[src/hw/character_params.svh]
// Arena units for the character controller. The character is a 32x32 box
// and the bounds are its reachable lower-left corners inside the walls.
// All velocities are in arena units per step tick.
`ifndef CHARACTER_PARAMS_SVH
`define CHARACTER_PARAMS_SVH

// ---------------------------------------------------------------------------
// widths
`define PHY_WIDTH        12     // coord/velocity are PHY_WIDTH+1 bits, signed
`define CHARGE_WIDTH     7

// ---------------------------------------------------------------------------
// arena, map offset 270/50 with a 10 unit wall
`define ARENA_X_MIN      280    // left inner wall face
`define ARENA_X_MAX      328    // right inner face 360 minus width 32
`define ARENA_Y_MIN      60     // floor
`define ARENA_Y_MAX      108    // ceiling 140 minus height 32
`define INIT_POS_X       304
`define INIT_POS_Y       84

// ---------------------------------------------------------------------------
// physics
`define MAX_VEL          40
`define GRAVITY          1
`define WALK_STEP        1
`define JUMP_VEL_X       4      // scaled by jump strength 1..4
`define JUMP_VEL_Y       8
`define MAX_CHARGE       100
`define CHARGE_INCREMENT 10

`endif

[src/hw/arena_pkg.sv]
// Geometry types of the arena. Both are signed and PHY_WIDTH+1 bits wide,
// so intermediate sums near the walls stay in range without extension.
`default_nettype none

`include "character_params.svh"

package arena_pkg;

    // lower-left corner of the character box
    typedef logic signed [`PHY_WIDTH:0] coord_t;

    // per-step displacement, positive is right/up
    typedef logic signed [`PHY_WIDTH:0] vel_t;

endpackage

`default_nettype wire

[src/hw/character_pkg.sv]
// Character state, facing and jump strength types.
`default_nettype none

package character_pkg;

    // movement FSM states
    typedef enum logic [2:0] {
        IDLE,
        WALK_LEFT,
        WALK_RIGHT,
        CHARGE,
        JUMP,
        AIRBORNE        // covers rising, falling and wall bounces
    } char_state_e;

    typedef enum logic {
        FACE_RIGHT,
        FACE_LEFT
    } face_e;

    // launch multiplier, only 1..4 occur
    typedef logic [2:0] jump_strength_t;

endpackage

`default_nettype wire

[src/hw/button_sync.sv]
// Button register stage. Buttons must already be debounced and synchronous.
// A jump request stays latched until the FSM takes it.
`timescale 1ns/1ps
`default_nettype none

module button_sync (
    input  logic sys_clk,
    input  logic sys_rst_n,
    input  logic left_btn,
    input  logic right_btn,
    input  logic jump_btn,
    input  logic jump_taken,
    output logic left_held,
    output logic right_held,
    output logic jump_held,
    output logic jump_pending
);

    logic jump_held_d;
    logic jump_rise;

    assign jump_rise = jump_held & ~jump_held_d;

    always_ff @(posedge sys_clk or negedge sys_rst_n) begin
        if (!sys_rst_n) begin
            left_held    <= 1'b0;
            right_held   <= 1'b0;
            jump_held    <= 1'b0;
            jump_held_d  <= 1'b0;
            jump_pending <= 1'b0;
        end else begin
            left_held   <= left_btn;
            right_held  <= right_btn;
            jump_held   <= jump_btn;
            jump_held_d <= jump_held;
            // a press between step ticks must survive until the FSM sees it
            if (jump_taken) begin
                jump_pending <= 1'b0;
            end else if (jump_rise) begin
                jump_pending <= 1'b1;
            end
        end
    end

    a_pending_needs_edge : assert property (@(posedge sys_clk) disable iff (!sys_rst_n)
        $rose(jump_pending) |-> $past(jump_held && !jump_held_d));

endmodule

`default_nettype wire

[src/hw/character_fsm.sv]
// Movement FSM with charge meter and facing. Advances only on step_tick.
// The charge meter stops adding once it reaches MAX_CHARGE.
`timescale 1ns/1ps
`default_nettype none

`include "character_params.svh"

module character_fsm (
    input  logic                        sys_clk,
    input  logic                        sys_rst_n,
    input  logic                        step_tick,
    input  logic                        left_held,
    input  logic                        right_held,
    input  logic                        jump_held,
    input  logic                        jump_pending,
    input  logic                        on_ground,
    input  logic                        side_hit,
    output character_pkg::char_state_e  state,
    output character_pkg::face_e        face,
    output logic [`CHARGE_WIDTH-1:0]    charge,
    output character_pkg::jump_strength_t strength,
    output logic                        jump_taken
);

    import character_pkg::*;

    char_state_e next_state;

    // ------------------------------------------------------------------------
    // next state
    always_comb begin
        case (state)
            IDLE, WALK_LEFT, WALK_RIGHT, AIRBORNE: begin
                if (!on_ground) begin
                    next_state = AIRBORNE;
                end else if (left_held) begin
                    next_state = WALK_LEFT;
                end else if (right_held) begin
                    next_state = WALK_RIGHT;
                end else if (jump_pending) begin
                    next_state = CHARGE;
                end else begin
                    next_state = IDLE;
                end
            end
            CHARGE: begin
                // release or full meter launches
                if (!jump_held || charge >= `MAX_CHARGE) begin
                    next_state = JUMP;
                end else begin
                    next_state = CHARGE;
                end
            end
            JUMP:    next_state = AIRBORNE;
            default: next_state = IDLE;
        endcase
    end

    always_ff @(posedge sys_clk or negedge sys_rst_n) begin
        if (!sys_rst_n) begin
            state  <= IDLE;
            face   <= FACE_RIGHT;
            charge <= `CHARGE_WIDTH'(1);
        end else if (step_tick) begin
            state <= next_state;

            if (state == CHARGE && charge < `MAX_CHARGE) begin
                charge <= charge + `CHARGE_WIDTH'(`CHARGE_INCREMENT);
            end else if (state == JUMP) begin
                charge <= `CHARGE_WIDTH'(1);
            end

            if (side_hit) begin
                face <= (face == FACE_LEFT) ? FACE_RIGHT : FACE_LEFT; // wall bounce
            end else if (state == WALK_LEFT) begin
                face <= FACE_LEFT;
            end else if (state == WALK_RIGHT) begin
                face <= FACE_RIGHT;
            end
        end
    end

    // ------------------------------------------------------------------------
    // strength by quarters of the meter
    always_comb begin
        if (charge <= `MAX_CHARGE / 4) begin
            strength = 3'd1;
        end else if (charge <= `MAX_CHARGE * 2 / 4) begin
            strength = 3'd2;
        end else if (charge <= `MAX_CHARGE * 3 / 4) begin
            strength = 3'd3;
        end else begin
            strength = 3'd4;
        end
    end

    assign jump_taken = (state == CHARGE); // drops the latched request

    a_state_legal : assert property (@(posedge sys_clk) disable iff (!sys_rst_n)
        state inside {IDLE, WALK_LEFT, WALK_RIGHT, CHARGE, JUMP, AIRBORNE});

    a_charge_bound : assert property (@(posedge sys_clk) disable iff (!sys_rst_n)
        charge <= `MAX_CHARGE + `CHARGE_INCREMENT);

endmodule

`default_nettype wire

[src/hw/character_physics.sv]
// Integer physics of the character: gravity, launch, bounces and clamping.
// Walls are the arena bounds only; there are no obstacles inside the arena.
// Velocity is clamped before it is added to the position.
`timescale 1ns/1ps
`default_nettype none

`include "character_params.svh"

module character_physics (
    input  logic                          sys_clk,
    input  logic                          sys_rst_n,
    input  logic                          step_tick,
    input  character_pkg::char_state_e    state,
    input  character_pkg::face_e          face,
    input  character_pkg::jump_strength_t strength,
    output arena_pkg::coord_t             pos_x,
    output arena_pkg::coord_t             pos_y,
    output arena_pkg::vel_t               vel_x,
    output arena_pkg::vel_t               vel_y,
    output logic                          on_ground,
    output logic                          side_hit
);

    import arena_pkg::*;
    import character_pkg::*;

    localparam coord_t X_MIN = `ARENA_X_MIN;
    localparam coord_t X_MAX = `ARENA_X_MAX;
    localparam coord_t Y_MIN = `ARENA_Y_MIN;
    localparam coord_t Y_MAX = `ARENA_Y_MAX;
    localparam vel_t   V_MAX = `MAX_VEL;

    vel_t   launch_x_mag;
    vel_t   launch_y;
    vel_t   vel_x_raw, vel_y_raw;
    vel_t   vel_x_next, vel_y_next;
    coord_t walk_ofs;
    coord_t pos_x_next, pos_y_next;

    function automatic vel_t clamp_vel(input vel_t v);
        if (v > V_MAX) begin
            return V_MAX;
        end else if (v < -V_MAX) begin
            return -V_MAX;
        end
        return v;
    endfunction

    function automatic coord_t clamp_coord(input coord_t v, input coord_t lo, input coord_t hi);
        if (v > hi) begin
            return hi;
        end else if (v < lo) begin
            return lo;
        end
        return v;
    endfunction

    // ------------------------------------------------------------------------
    // contact flags, straight from the registers
    assign on_ground = (pos_y == Y_MIN);
    assign side_hit  = (pos_x == X_MIN && vel_x < 0) || (pos_x == X_MAX && vel_x > 0);

    assign launch_x_mag = vel_t'(`JUMP_VEL_X * strength);
    assign launch_y     = vel_t'(`JUMP_VEL_Y * strength);

    // ------------------------------------------------------------------------
    // velocity update
    always_comb begin
        if (state == JUMP) begin
            vel_x_raw = (face == FACE_LEFT) ? -launch_x_mag : launch_x_mag;
        end else if (side_hit) begin
            vel_x_raw = -vel_x;                 // bounce off side wall
        end else if (on_ground) begin
            vel_x_raw = '0;                     // friction stops ground slide
        end else begin
            vel_x_raw = vel_x;
        end

        if (state == JUMP) begin
            vel_y_raw = launch_y;
        end else if (on_ground && vel_y <= 0) begin
            vel_y_raw = '0;                     // landed
        end else if (pos_y == Y_MAX && vel_y > 0) begin
            vel_y_raw = -vel_y;                 // ceiling bounce
        end else begin
            vel_y_raw = vel_y - vel_t'(`GRAVITY);
        end

        vel_x_next = clamp_vel(vel_x_raw);
        vel_y_next = clamp_vel(vel_y_raw);
    end

    // ------------------------------------------------------------------------
    // position update
    always_comb begin
        case (state)
            WALK_LEFT:  walk_ofs = -coord_t'(`WALK_STEP);
            WALK_RIGHT: walk_ofs = coord_t'(`WALK_STEP);
            default:    walk_ofs = '0;
        endcase
        pos_x_next = clamp_coord(pos_x + walk_ofs + vel_x_next, X_MIN, X_MAX);
        pos_y_next = clamp_coord(pos_y + vel_y_next, Y_MIN, Y_MAX);
    end

    always_ff @(posedge sys_clk or negedge sys_rst_n) begin
        if (!sys_rst_n) begin
            vel_x <= '0;
            vel_y <= '0;
            pos_x <= coord_t'(`INIT_POS_X);
            pos_y <= coord_t'(`INIT_POS_Y);
        end else if (step_tick) begin
            vel_x <= vel_x_next;
            vel_y <= vel_y_next;
            pos_x <= pos_x_next;
            pos_y <= pos_y_next;
        end
    end

    a_pos_in_arena : assert property (@(posedge sys_clk) disable iff (!sys_rst_n)
        pos_x >= X_MIN && pos_x <= X_MAX && pos_y >= Y_MIN && pos_y <= Y_MAX);

    a_vel_bounded : assert property (@(posedge sys_clk) disable iff (!sys_rst_n)
        vel_x >= -V_MAX && vel_x <= V_MAX && vel_y >= -V_MAX && vel_y <= V_MAX);

endmodule

`default_nettype wire

[src/hw/character_top.sv]
// Character controller top. step_tick is a one-cycle strobe in sys_clk;
// outputs change one cycle after each tick and hold in between.
`timescale 1ns/1ps
`default_nettype none

`include "character_params.svh"

module character_top (
    input  logic                        sys_clk,
    input  logic                        sys_rst_n,
    input  logic                        step_tick,
    input  logic                        left_btn,
    input  logic                        right_btn,
    input  logic                        jump_btn,
    output arena_pkg::coord_t           pos_x,
    output arena_pkg::coord_t           pos_y,
    output arena_pkg::vel_t             vel_x,
    output arena_pkg::vel_t             vel_y,
    output character_pkg::char_state_e  state,
    output character_pkg::face_e        face,
    output logic [`CHARGE_WIDTH-1:0]    charge,
    output logic                        on_ground
);

    import character_pkg::*;

    logic           left_held, right_held, jump_held;
    logic           jump_pending;
    logic           jump_taken;
    logic           side_hit;
    jump_strength_t strength;

    button_sync button_sync_i (
        .sys_clk      (sys_clk),
        .sys_rst_n    (sys_rst_n),
        .left_btn     (left_btn),
        .right_btn    (right_btn),
        .jump_btn     (jump_btn),
        .jump_taken   (jump_taken),
        .left_held    (left_held),
        .right_held   (right_held),
        .jump_held    (jump_held),
        .jump_pending (jump_pending)
    );

    character_fsm character_fsm_i (
        .sys_clk      (sys_clk),
        .sys_rst_n    (sys_rst_n),
        .step_tick    (step_tick),
        .left_held    (left_held),
        .right_held   (right_held),
        .jump_held    (jump_held),
        .jump_pending (jump_pending),
        .on_ground    (on_ground),
        .side_hit     (side_hit),
        .state        (state),
        .face         (face),
        .charge       (charge),
        .strength     (strength),
        .jump_taken   (jump_taken)
    );

    character_physics character_physics_i (
        .sys_clk   (sys_clk),
        .sys_rst_n (sys_rst_n),
        .step_tick (step_tick),
        .state     (state),
        .face      (face),
        .strength  (strength),
        .pos_x     (pos_x),
        .pos_y     (pos_y),
        .vel_x     (vel_x),
        .vel_y     (vel_y),
        .on_ground (on_ground),
        .side_hit  (side_hit)
    );

endmodule

`default_nettype wire

[config.mk]
export PLATFORM = sky130hd
export DESIGN_NAME = character_top
export DESIGN_NICKNAME = d
export VERILOG_FILES = /design/src/hw/arena_pkg.sv /design/src/hw/character_pkg.sv /design/src/hw/button_sync.sv /design/src/hw/character_fsm.sv /design/src/hw/character_physics.sv /design/src/hw/character_top.sv
export VERILOG_INCLUDE_DIRS = /design/src /design/src/hw
export SDC_FILE = /design/constraint.sdc
export NUM_CORES = 1
export LEC_CHECK = 0
export BUFFER_PORTS_ARGS = -buffer_cell sky130_fd_sc_hd__buf_4
export CORE_MARGIN = 2
export CORE_UTILIZATION = 60
export CTS_CLUSTER_SIZE = 30
export DETAILED_ROUTE_END_ITERATION = 8
export GPL_TIMING_DRIVEN = 0
export PLACE_DENSITY = 0.9
export REMOVE_ABC_BUFFERS = 1
export SETUP_SLACK_MARGIN = 0.4
export SLEW_MARGIN = 30
export SYNTH_ARGS = -nofsm -noshare
export SYNTH_HDL_FRONTEND = slang
export SYNTH_SLANG_ARGS = --single-unit
[constraint.sdc]
create_clock -name sys_clk -period 9.5 [get_ports sys_clk]
set_input_delay 0.475 -clock sys_clk [delete_from_list [all_inputs] [get_ports sys_clk]]
set_output_delay 0.475 -clock sys_clk [all_outputs]
set_load 0.03 [all_outputs]
==> results of run 1 <==
## synthesized netlist by cell type (7+ instances only)
master,count
xnor2_1,32
dfrtp_1,61
nor2_1,61
nand4_1,18
inv_1,71
a21o_1,9
nand2b_1,10
ha_1,33
and2_1,9
nor3_1,16
a31oi_1,13
and3_1,10
o31ai_1,13
nor2b_1,16
nand3_1,25
fa_1,14
clkbuf_1,20
and4_1,8
nor4_1,9
a21oi_1,49
dfstp_2,7
xor2_1,8
nand2_1,43
o21ai_0,51
## registers in the layout, indices dropped and copies added, names as in the netlist
register,flops
character_physics_i.vel_y,13
character_physics_i.pos_y,13
button_sync_i.jump_held_d,1
button_sync_i.jump_held,1
character_fsm_i.state,3
character_physics_i.pos_x,13
button_sync_i.right_held,1
character_fsm_i.face,1
character_fsm_i.charge,7
button_sync_i.jump_pending,1
character_physics_i.vel_x,13
button_sync_i.left_held,1
## logic make-up after synthesis
family | Yosys count
AOI/OAI and AO/OA | 223
xor gates and xnor gates | 41
adders and majority gates | 47
buffers and inverters | 102
DFF | 68
muxes | 5
and+or+nand+nor | 260
## area by class of cell
class	count	share of cell area, %
Timing Repair Buffer	69	7.49
Tap cell	136	2.44
Clock buffer	9	1.78
Multi-Input combinational cell	576	58.7
Clock inverter	7	1.11
Sequential cell	68	24.5
Inverter	73	3.93
## worst max-delay path by stage
| stage | cells past startpoint | to |
|---|---|---|
| final | 19 | character_physics_i.pos_x[3] |
| after detailed placement | 19 | character_physics_i.pos_x[3] |
| after global routing | 19 | character_physics_i.pos_x[3] |
| after CTS | 24 | character_physics_i.pos_x[3] |
| after floorplan | 24 | character_physics_i.pos_x[3] |
| after global placement | 18 | character_physics_i.pos_x[3] |
## stage by stage
| stage | hold WS, ns | std cells | area (um^2) | setup slack (ns) |
|---|---|---|---|---|
| final | 0.117 | 938 | 6970 | 2.06 |
| after CTS | 0.216 | 938 | 6950 | 2.26 |
| after detailed placement | 0.417 | 922 | 6750 | 2.33 |
| after global routing | 0.167 | 938 | 6970 | 1.69 |
| after global placement | 0.420 | 922 | 6730 | 2.03 |
| after floorplan | 0.179 | 717 | 6040 | 2.98 |
## layer usage
layer / global-route usage, % / wire (um) / vias to the layer above / share of wire [%]
li1: - / - / 2843 / -
met1: 41.2 / 6890 / 2992 / 40
met2: 50.4 / 8090 / 393 / 47
met3: 5.75 / 1720 / 47 / 10
met4: 10.8 / 346 / 0 / 2.0
met5: 0 / 0 / - / 0
## critical path: stages (launching register included)
cell and delay, ns:
dfstp_2 0.56, nor4bb_1 0.69, nand4_1 0.67, clkinv_1 0.45, a21oi_1 0.24, a21boi_0 0.20, o21bai_1 0.16, a21boi_0 0.12
o31ai_2 0.68, nand3_1 0.19, fa_1 0.58, inv_1 0.07, ha_1 0.29, a21oi_1 0.24, o22ai_1 0.20, o41a_1 0.44
or4_1 0.48, a31oi_1 0.54, nand2_1 0.20, o32a_1 0.33
==> results.txt, run 1 <==
outcome - complete, no violations
vias in the first global route - 5878
Layout Nets - 850
final hold violation count - 0
Seq/Total Area, Yosys - 27.7%
clock latency on the worst-skew pair - 0.37 ns
Worst Skew - 0.0129 ns
via/cell ratio - 6.69
Final period util - 78.3%
Max clock buf depth - 2
#FFs+latches synth - 68
share of cells above drive strength 1 - 15.0%
global-route wire length before repair - 28100 um
register area - 1710 um^2
Clock Pin Slew Worst Setup and Hold Paths - 0.08 ns
Netlist Area Pre-Place - 6160 um^2
Syn Inst Count - 746
setup TNS - 0 ns
Final Util - 68.8%
Slew Limit Headroom - 36.8%
post-synthesis xor/xnor area fraction - 6.05%
crit-path max FO - 12
depth of the most critical reg-to-reg path - 19
largest family of logic cells by synthesized area - compound AO/OA/AOI/OAI gates
area delta synth->final - 13.1%
post-synth top area share - 24.8%
top post-synthesis cells by area - dfrtp_1, ha_1, fa_1
Post-synth EDFFs - 0
critical path launch point - character_physics_i.pos_y[2]
Avg WL per Cell - 18.2 um
clk sink count - 68
effective utilization at floorplan - 60.8%
Mapped Avg Cell Area - 8.26 um^2
worst path required time - 9.76 ns
die area - 11100 um^2
HP Class - in2async
reg2reg start - character_physics_i.pos_y[2]
Final setup viols - 0
Worst EP arrival - 7.70 ns
htree depth - 3
routed vias - 6275
Std-Cell Rows - 37
MaxCap Viol Count - 0
Post-synth ARST share - 100%
DP HPWL - 12100 um
pins over their slew limit - 0
Yosys warnings - 0
Most used DFF post-synth - dfrtp_1
gr ovfl total - 0
initial antenna violation count - 0
CTS resizes - 0
cell accounting for the most synthesized area - dfrtp_1
Initial DRC Count - 648
PortBufs - 69
adder-cell area share of the yosys netlist - 11.2%
multiplexer area fraction after synthesis - 1.08%
CP endpoint kind - flop
most common cell after layout, fill and taps aside - inv_1
antenna fix cells - 0
RD Place Congestion - 0.937
Final Critical Period - 7.44 ns
Synth Area in Compound Gates - 24.4%
post-CTS setup buffers - 0
IO Pins - 70
commonest cells after routing, fill and taps aside - inv_1, buf_4, dfrtp_1
RSZ-0062 raised after global routing - false
Num CTS Buffers - 9
Die Y - 105 um
Post-CTS Hold Fix Bufs - 0
area of the multi-input gates - 4090 um^2
pin count of the biggest net entering global routing - 69
Routed Antenna Nets - 0
CTS tree - built
root buf cell - clkbuf_8
Least-Margin Pin Slew - 0.938 ns
final WL - 17100 um
Netlist cell types - 82
Setup Crit Path Kind - reg2reg
Total GRT Usage - 30.9%
register-to-register setup slack - 2.06 ns
First-pass DRT Iterations - 9
crit start category - flop
drt drc - 0
Filler Cell Count - 794
Synth Area in Simple Gates - 23.0%
fmax - 134 MHz
die width - 105 um
core area - 10100 um^2
FF-to-FF End - character_physics_i.pos_x[3]
Power of run 1 is not shown: default switching activity piles up to over one toggle a cycle in this logic, so the estimate is an artifact.
==> inputs of run 2 (changes only) <==
==> constraint.sdc (replaced) <==
create_clock -name sys_clk -period 7.62 [get_ports sys_clk]
set_input_delay 0.381 -clock sys_clk [delete_from_list [all_inputs] [get_ports sys_clk]]
set_output_delay 0.381 -clock sys_clk [all_outputs]
set_load 0.03 [all_outputs]
==> results.txt, run 2 (synthesis gave the netlist of run 1 again) <==
Num CTS Buffers - 9 (unchanged)
final WL - 17400 um (was 17100 um)
clock latency on the worst-skew pair - 0.37 ns (about the same)
failing checks - DRC
crit-path max FO - 10 (was 12)
CTS tree - built (unchanged)
PortBufs - 69 (unchanged)
clk sink count - 68 (unchanged)
Initial DRC Count - 672 (was 648)
Setup Crit Path Kind - reg2reg (unchanged)
pins over their slew limit - 0 (unchanged)
CP top delay family - compound AO/OA/AOI/OAI gates (unchanged)
final hold violation count - 0 (unchanged)
most common cell after layout, fill and taps aside - buf_4 (was inv_1)
effective utilization at floorplan - 60.8% (unchanged)
worst path required time - 7.88 ns (was 9.76 ns)
share of cells above drive strength 1 - 16.3% (was 15.0%)
initial antenna violation count - 0 (unchanged)
DP Worst Slack - 0.452 ns (was 2.33 ns)
Worst EP arrival - 7.18 ns (was 7.70 ns)
pin count of the biggest net entering global routing - 69 (unchanged)
Final period util - 90.9% (was 78.3%)
Routed Antenna Nets - 0 (unchanged)
Post-CTS Hold Fix Bufs - 0 (unchanged)
most frequent cell on the critical path - ha_1
Worst Setup Slack, final - 0.694 ns (was 2.06 ns)
RD Place Congestion - 0.937 (unchanged)
Critical-path top delay cell - fa_1 (was nor4bb_1)
Filler Cell Count - 785 (was 794)
vias in the first global route - 5870 (was 5878)
Total GRT Usage - 30.9% (about the same)
via/cell ratio - 6.69 (about the same)
First-pass DRT Iterations - 9 (unchanged)
RSZ-0062 raised after global routing - false (unchanged)
die width - 105 um (unchanged)
routed vias - 6336 (was 6275)
Avg WL per Cell - 18.3 um (was 18.2 um)
Least-Margin Pin Slew - 0.888 ns (was 0.938 ns)
IO Pins - 70 (unchanged)
Clock Pin Slew Worst Setup and Hold Paths - 0.09 ns (was 0.08 ns)
core area - 10100 um^2 (unchanged)
CP endpoint kind - flop (unchanged)
DP HPWL - 12100 um (unchanged)
gr ovfl total - 0 (unchanged)
max incr delay on CP - 0.57 ns (was 0.69 ns)
Slew Limit Headroom - 40.2% (was 36.8%)
antenna fix cells - 0 (unchanged)
MaxCap Viol Count - 0 (unchanged)
fmax - 144 MHz (was 134 MHz)
root buf cell - clkbuf_8 (unchanged)
outcome - finished, violations left (was complete, no violations)
global-route wire length before repair - 28100 um (about the same)
commonest cells after routing, fill and taps aside - buf_4, inv_1, dfrtp_1 (was inv_1, buf_4, dfrtp_1)
setup TNS - 0 ns (unchanged)
Final setup viols - 0 (unchanged)
crit start category - flop (unchanged)
Layout Nets - 859 (was 850)
CP bufs+invs - 2 (unchanged)
area delta synth->final - 14.6% (was 13.1%)
crit-path cells - inv_1 -> ha_1 -> a21boi_0 -> or4b_1 -> nand3_1 -> ha_1 -> and2_1 -> a31oi_1 -> a2bb2oi_1 -> and3_1 -> o21bai_1 -> a21boi_0 -> o31ai_4 -> nand3_1 -> fa_1 -> inv_1 -> ha_1 -> a21oi_1 -> o22ai_1 -> o41a_1 -> or4_1 -> a31oi_2 -> nand2_1 -> o32a_1 (was nor4bb_1 -> nand4_1 -> clkinv_1 -> a21oi_1 -> a21boi_0 -> o21bai_1 -> a21boi_0 -> o31ai_2 -> nand3_1 -> fa_1 -> inv_1 -> ha_1 -> a21oi_1 -> o22ai_1 -> o41a_1 -> or4_1 -> a31oi_1 -> nand2_1 -> o32a_1)
Worst Skew - 0.0131 ns (was 0.0129 ns)
Std-Cell Rows - 37 (unchanged)
Final Critical Period - 6.93 ns (was 7.44 ns)
HP Class - in2async (unchanged)
htree depth - 3 (unchanged)
Die Y - 105 um (unchanged)
drt drc - 2 (was 0)
Max clock buf depth - 2 (unchanged)
die area - 11100 um^2 (unchanged)
[run 2: changes by cell type in the layout (fill, tap and decap cells not counted)]
| cell | before | now |
|---|---|---|
| o21ai_2 | 1 | 2 |
| a31oi_2 | 0 | 1 |
| o31ai_2 | 4 | 3 |
| o21ai_0 | 51 | 50 |
| buf_4 | 68 | 77 |
| o31ai_4 | 0 | 1 |
| nor4bb_1 | 1 | 0 |
| a31oi_1 | 13 | 12 |
| nor4bb_2 | 0 | 1 |
[run 2: worst reg2reg max path: cells and delay by family, from the launching register on]
family / cells / cell delay, ns
simple gates: 7 / 1.88
fa+ha+maj: 4 / 1.33
buf+inv: 2 / 0.21
flops: 1 / 0.54
compound gates: 11 / 2.88
[run 2: layer usage]
metal  up-vias  wire [um]  global-route usage [%]
met3        54       1660                    5.63
met4         0        428                    11.0
met1      3031       7030                    41.4
met2       405       8240                    50.3
met5         -          0                       0
li1       2846          -                       -
[run 2: cell type report]
class                           count  area [um^2]  area share (%)
Tap cell                          136          170            2.41
Inverter                           73          274            3.88
Timing Repair Buffer               78          589            8.34
Multi-Input combinational cell    576         4120            58.3
Clock buffer                        9          124            1.75
Clock inverter                      7         77.6            1.10
Sequential cell                    68         1710            24.2
[run 2: stage by stage]
| stage | utilization [%] | cells | hold WS, ns | cell area [um^2] |
|---|---|---|---|---|
| floorplan | - | 717 | 0.0854 | 6040 |
| global placement | 66.4 | 922 | 0.420 | 6730 |
| detailed placement | 66.6 | 922 | 0.417 | 6750 |
| CTS | 68.7 | 938 | 0.122 | 6960 |
| global route | 69.7 | 947 | 0.0734 | 7060 |
| finish | 69.7 | 947 | 0.0105 | 7060 |
[run 2: path summary, 6_finish.rpt]
kind,start,endpoint,slack (ns),cells after the start
hold reg to reg,button_sync_i.jump_held,button_sync_i.jump_held_d,0.43,0
setup / recovery,character_fsm_i.charge[1],character_physics_i.pos_x[3],0.69,24
max in group asynchronous,sys_rst_n,character_physics_i.pos_x[11],7.15,1
hold / removal,sys_rst_n,character_physics_i.vel_x[6],0.01,1
setup reg to reg,character_fsm_i.charge[1],character_physics_i.pos_x[3],0.69,24
min in group sys_clk,jump_btn,button_sync_i.jump_held,0.13,1
[run 2: what timing repair did]
action                     in CTS  in global routing
buffers inserted                0                  9
gates resized for setup         1                  4
pin swaps                       0                  2
setup endpoints to repair       1                 11
Power of run 2 is left out for the same reason.
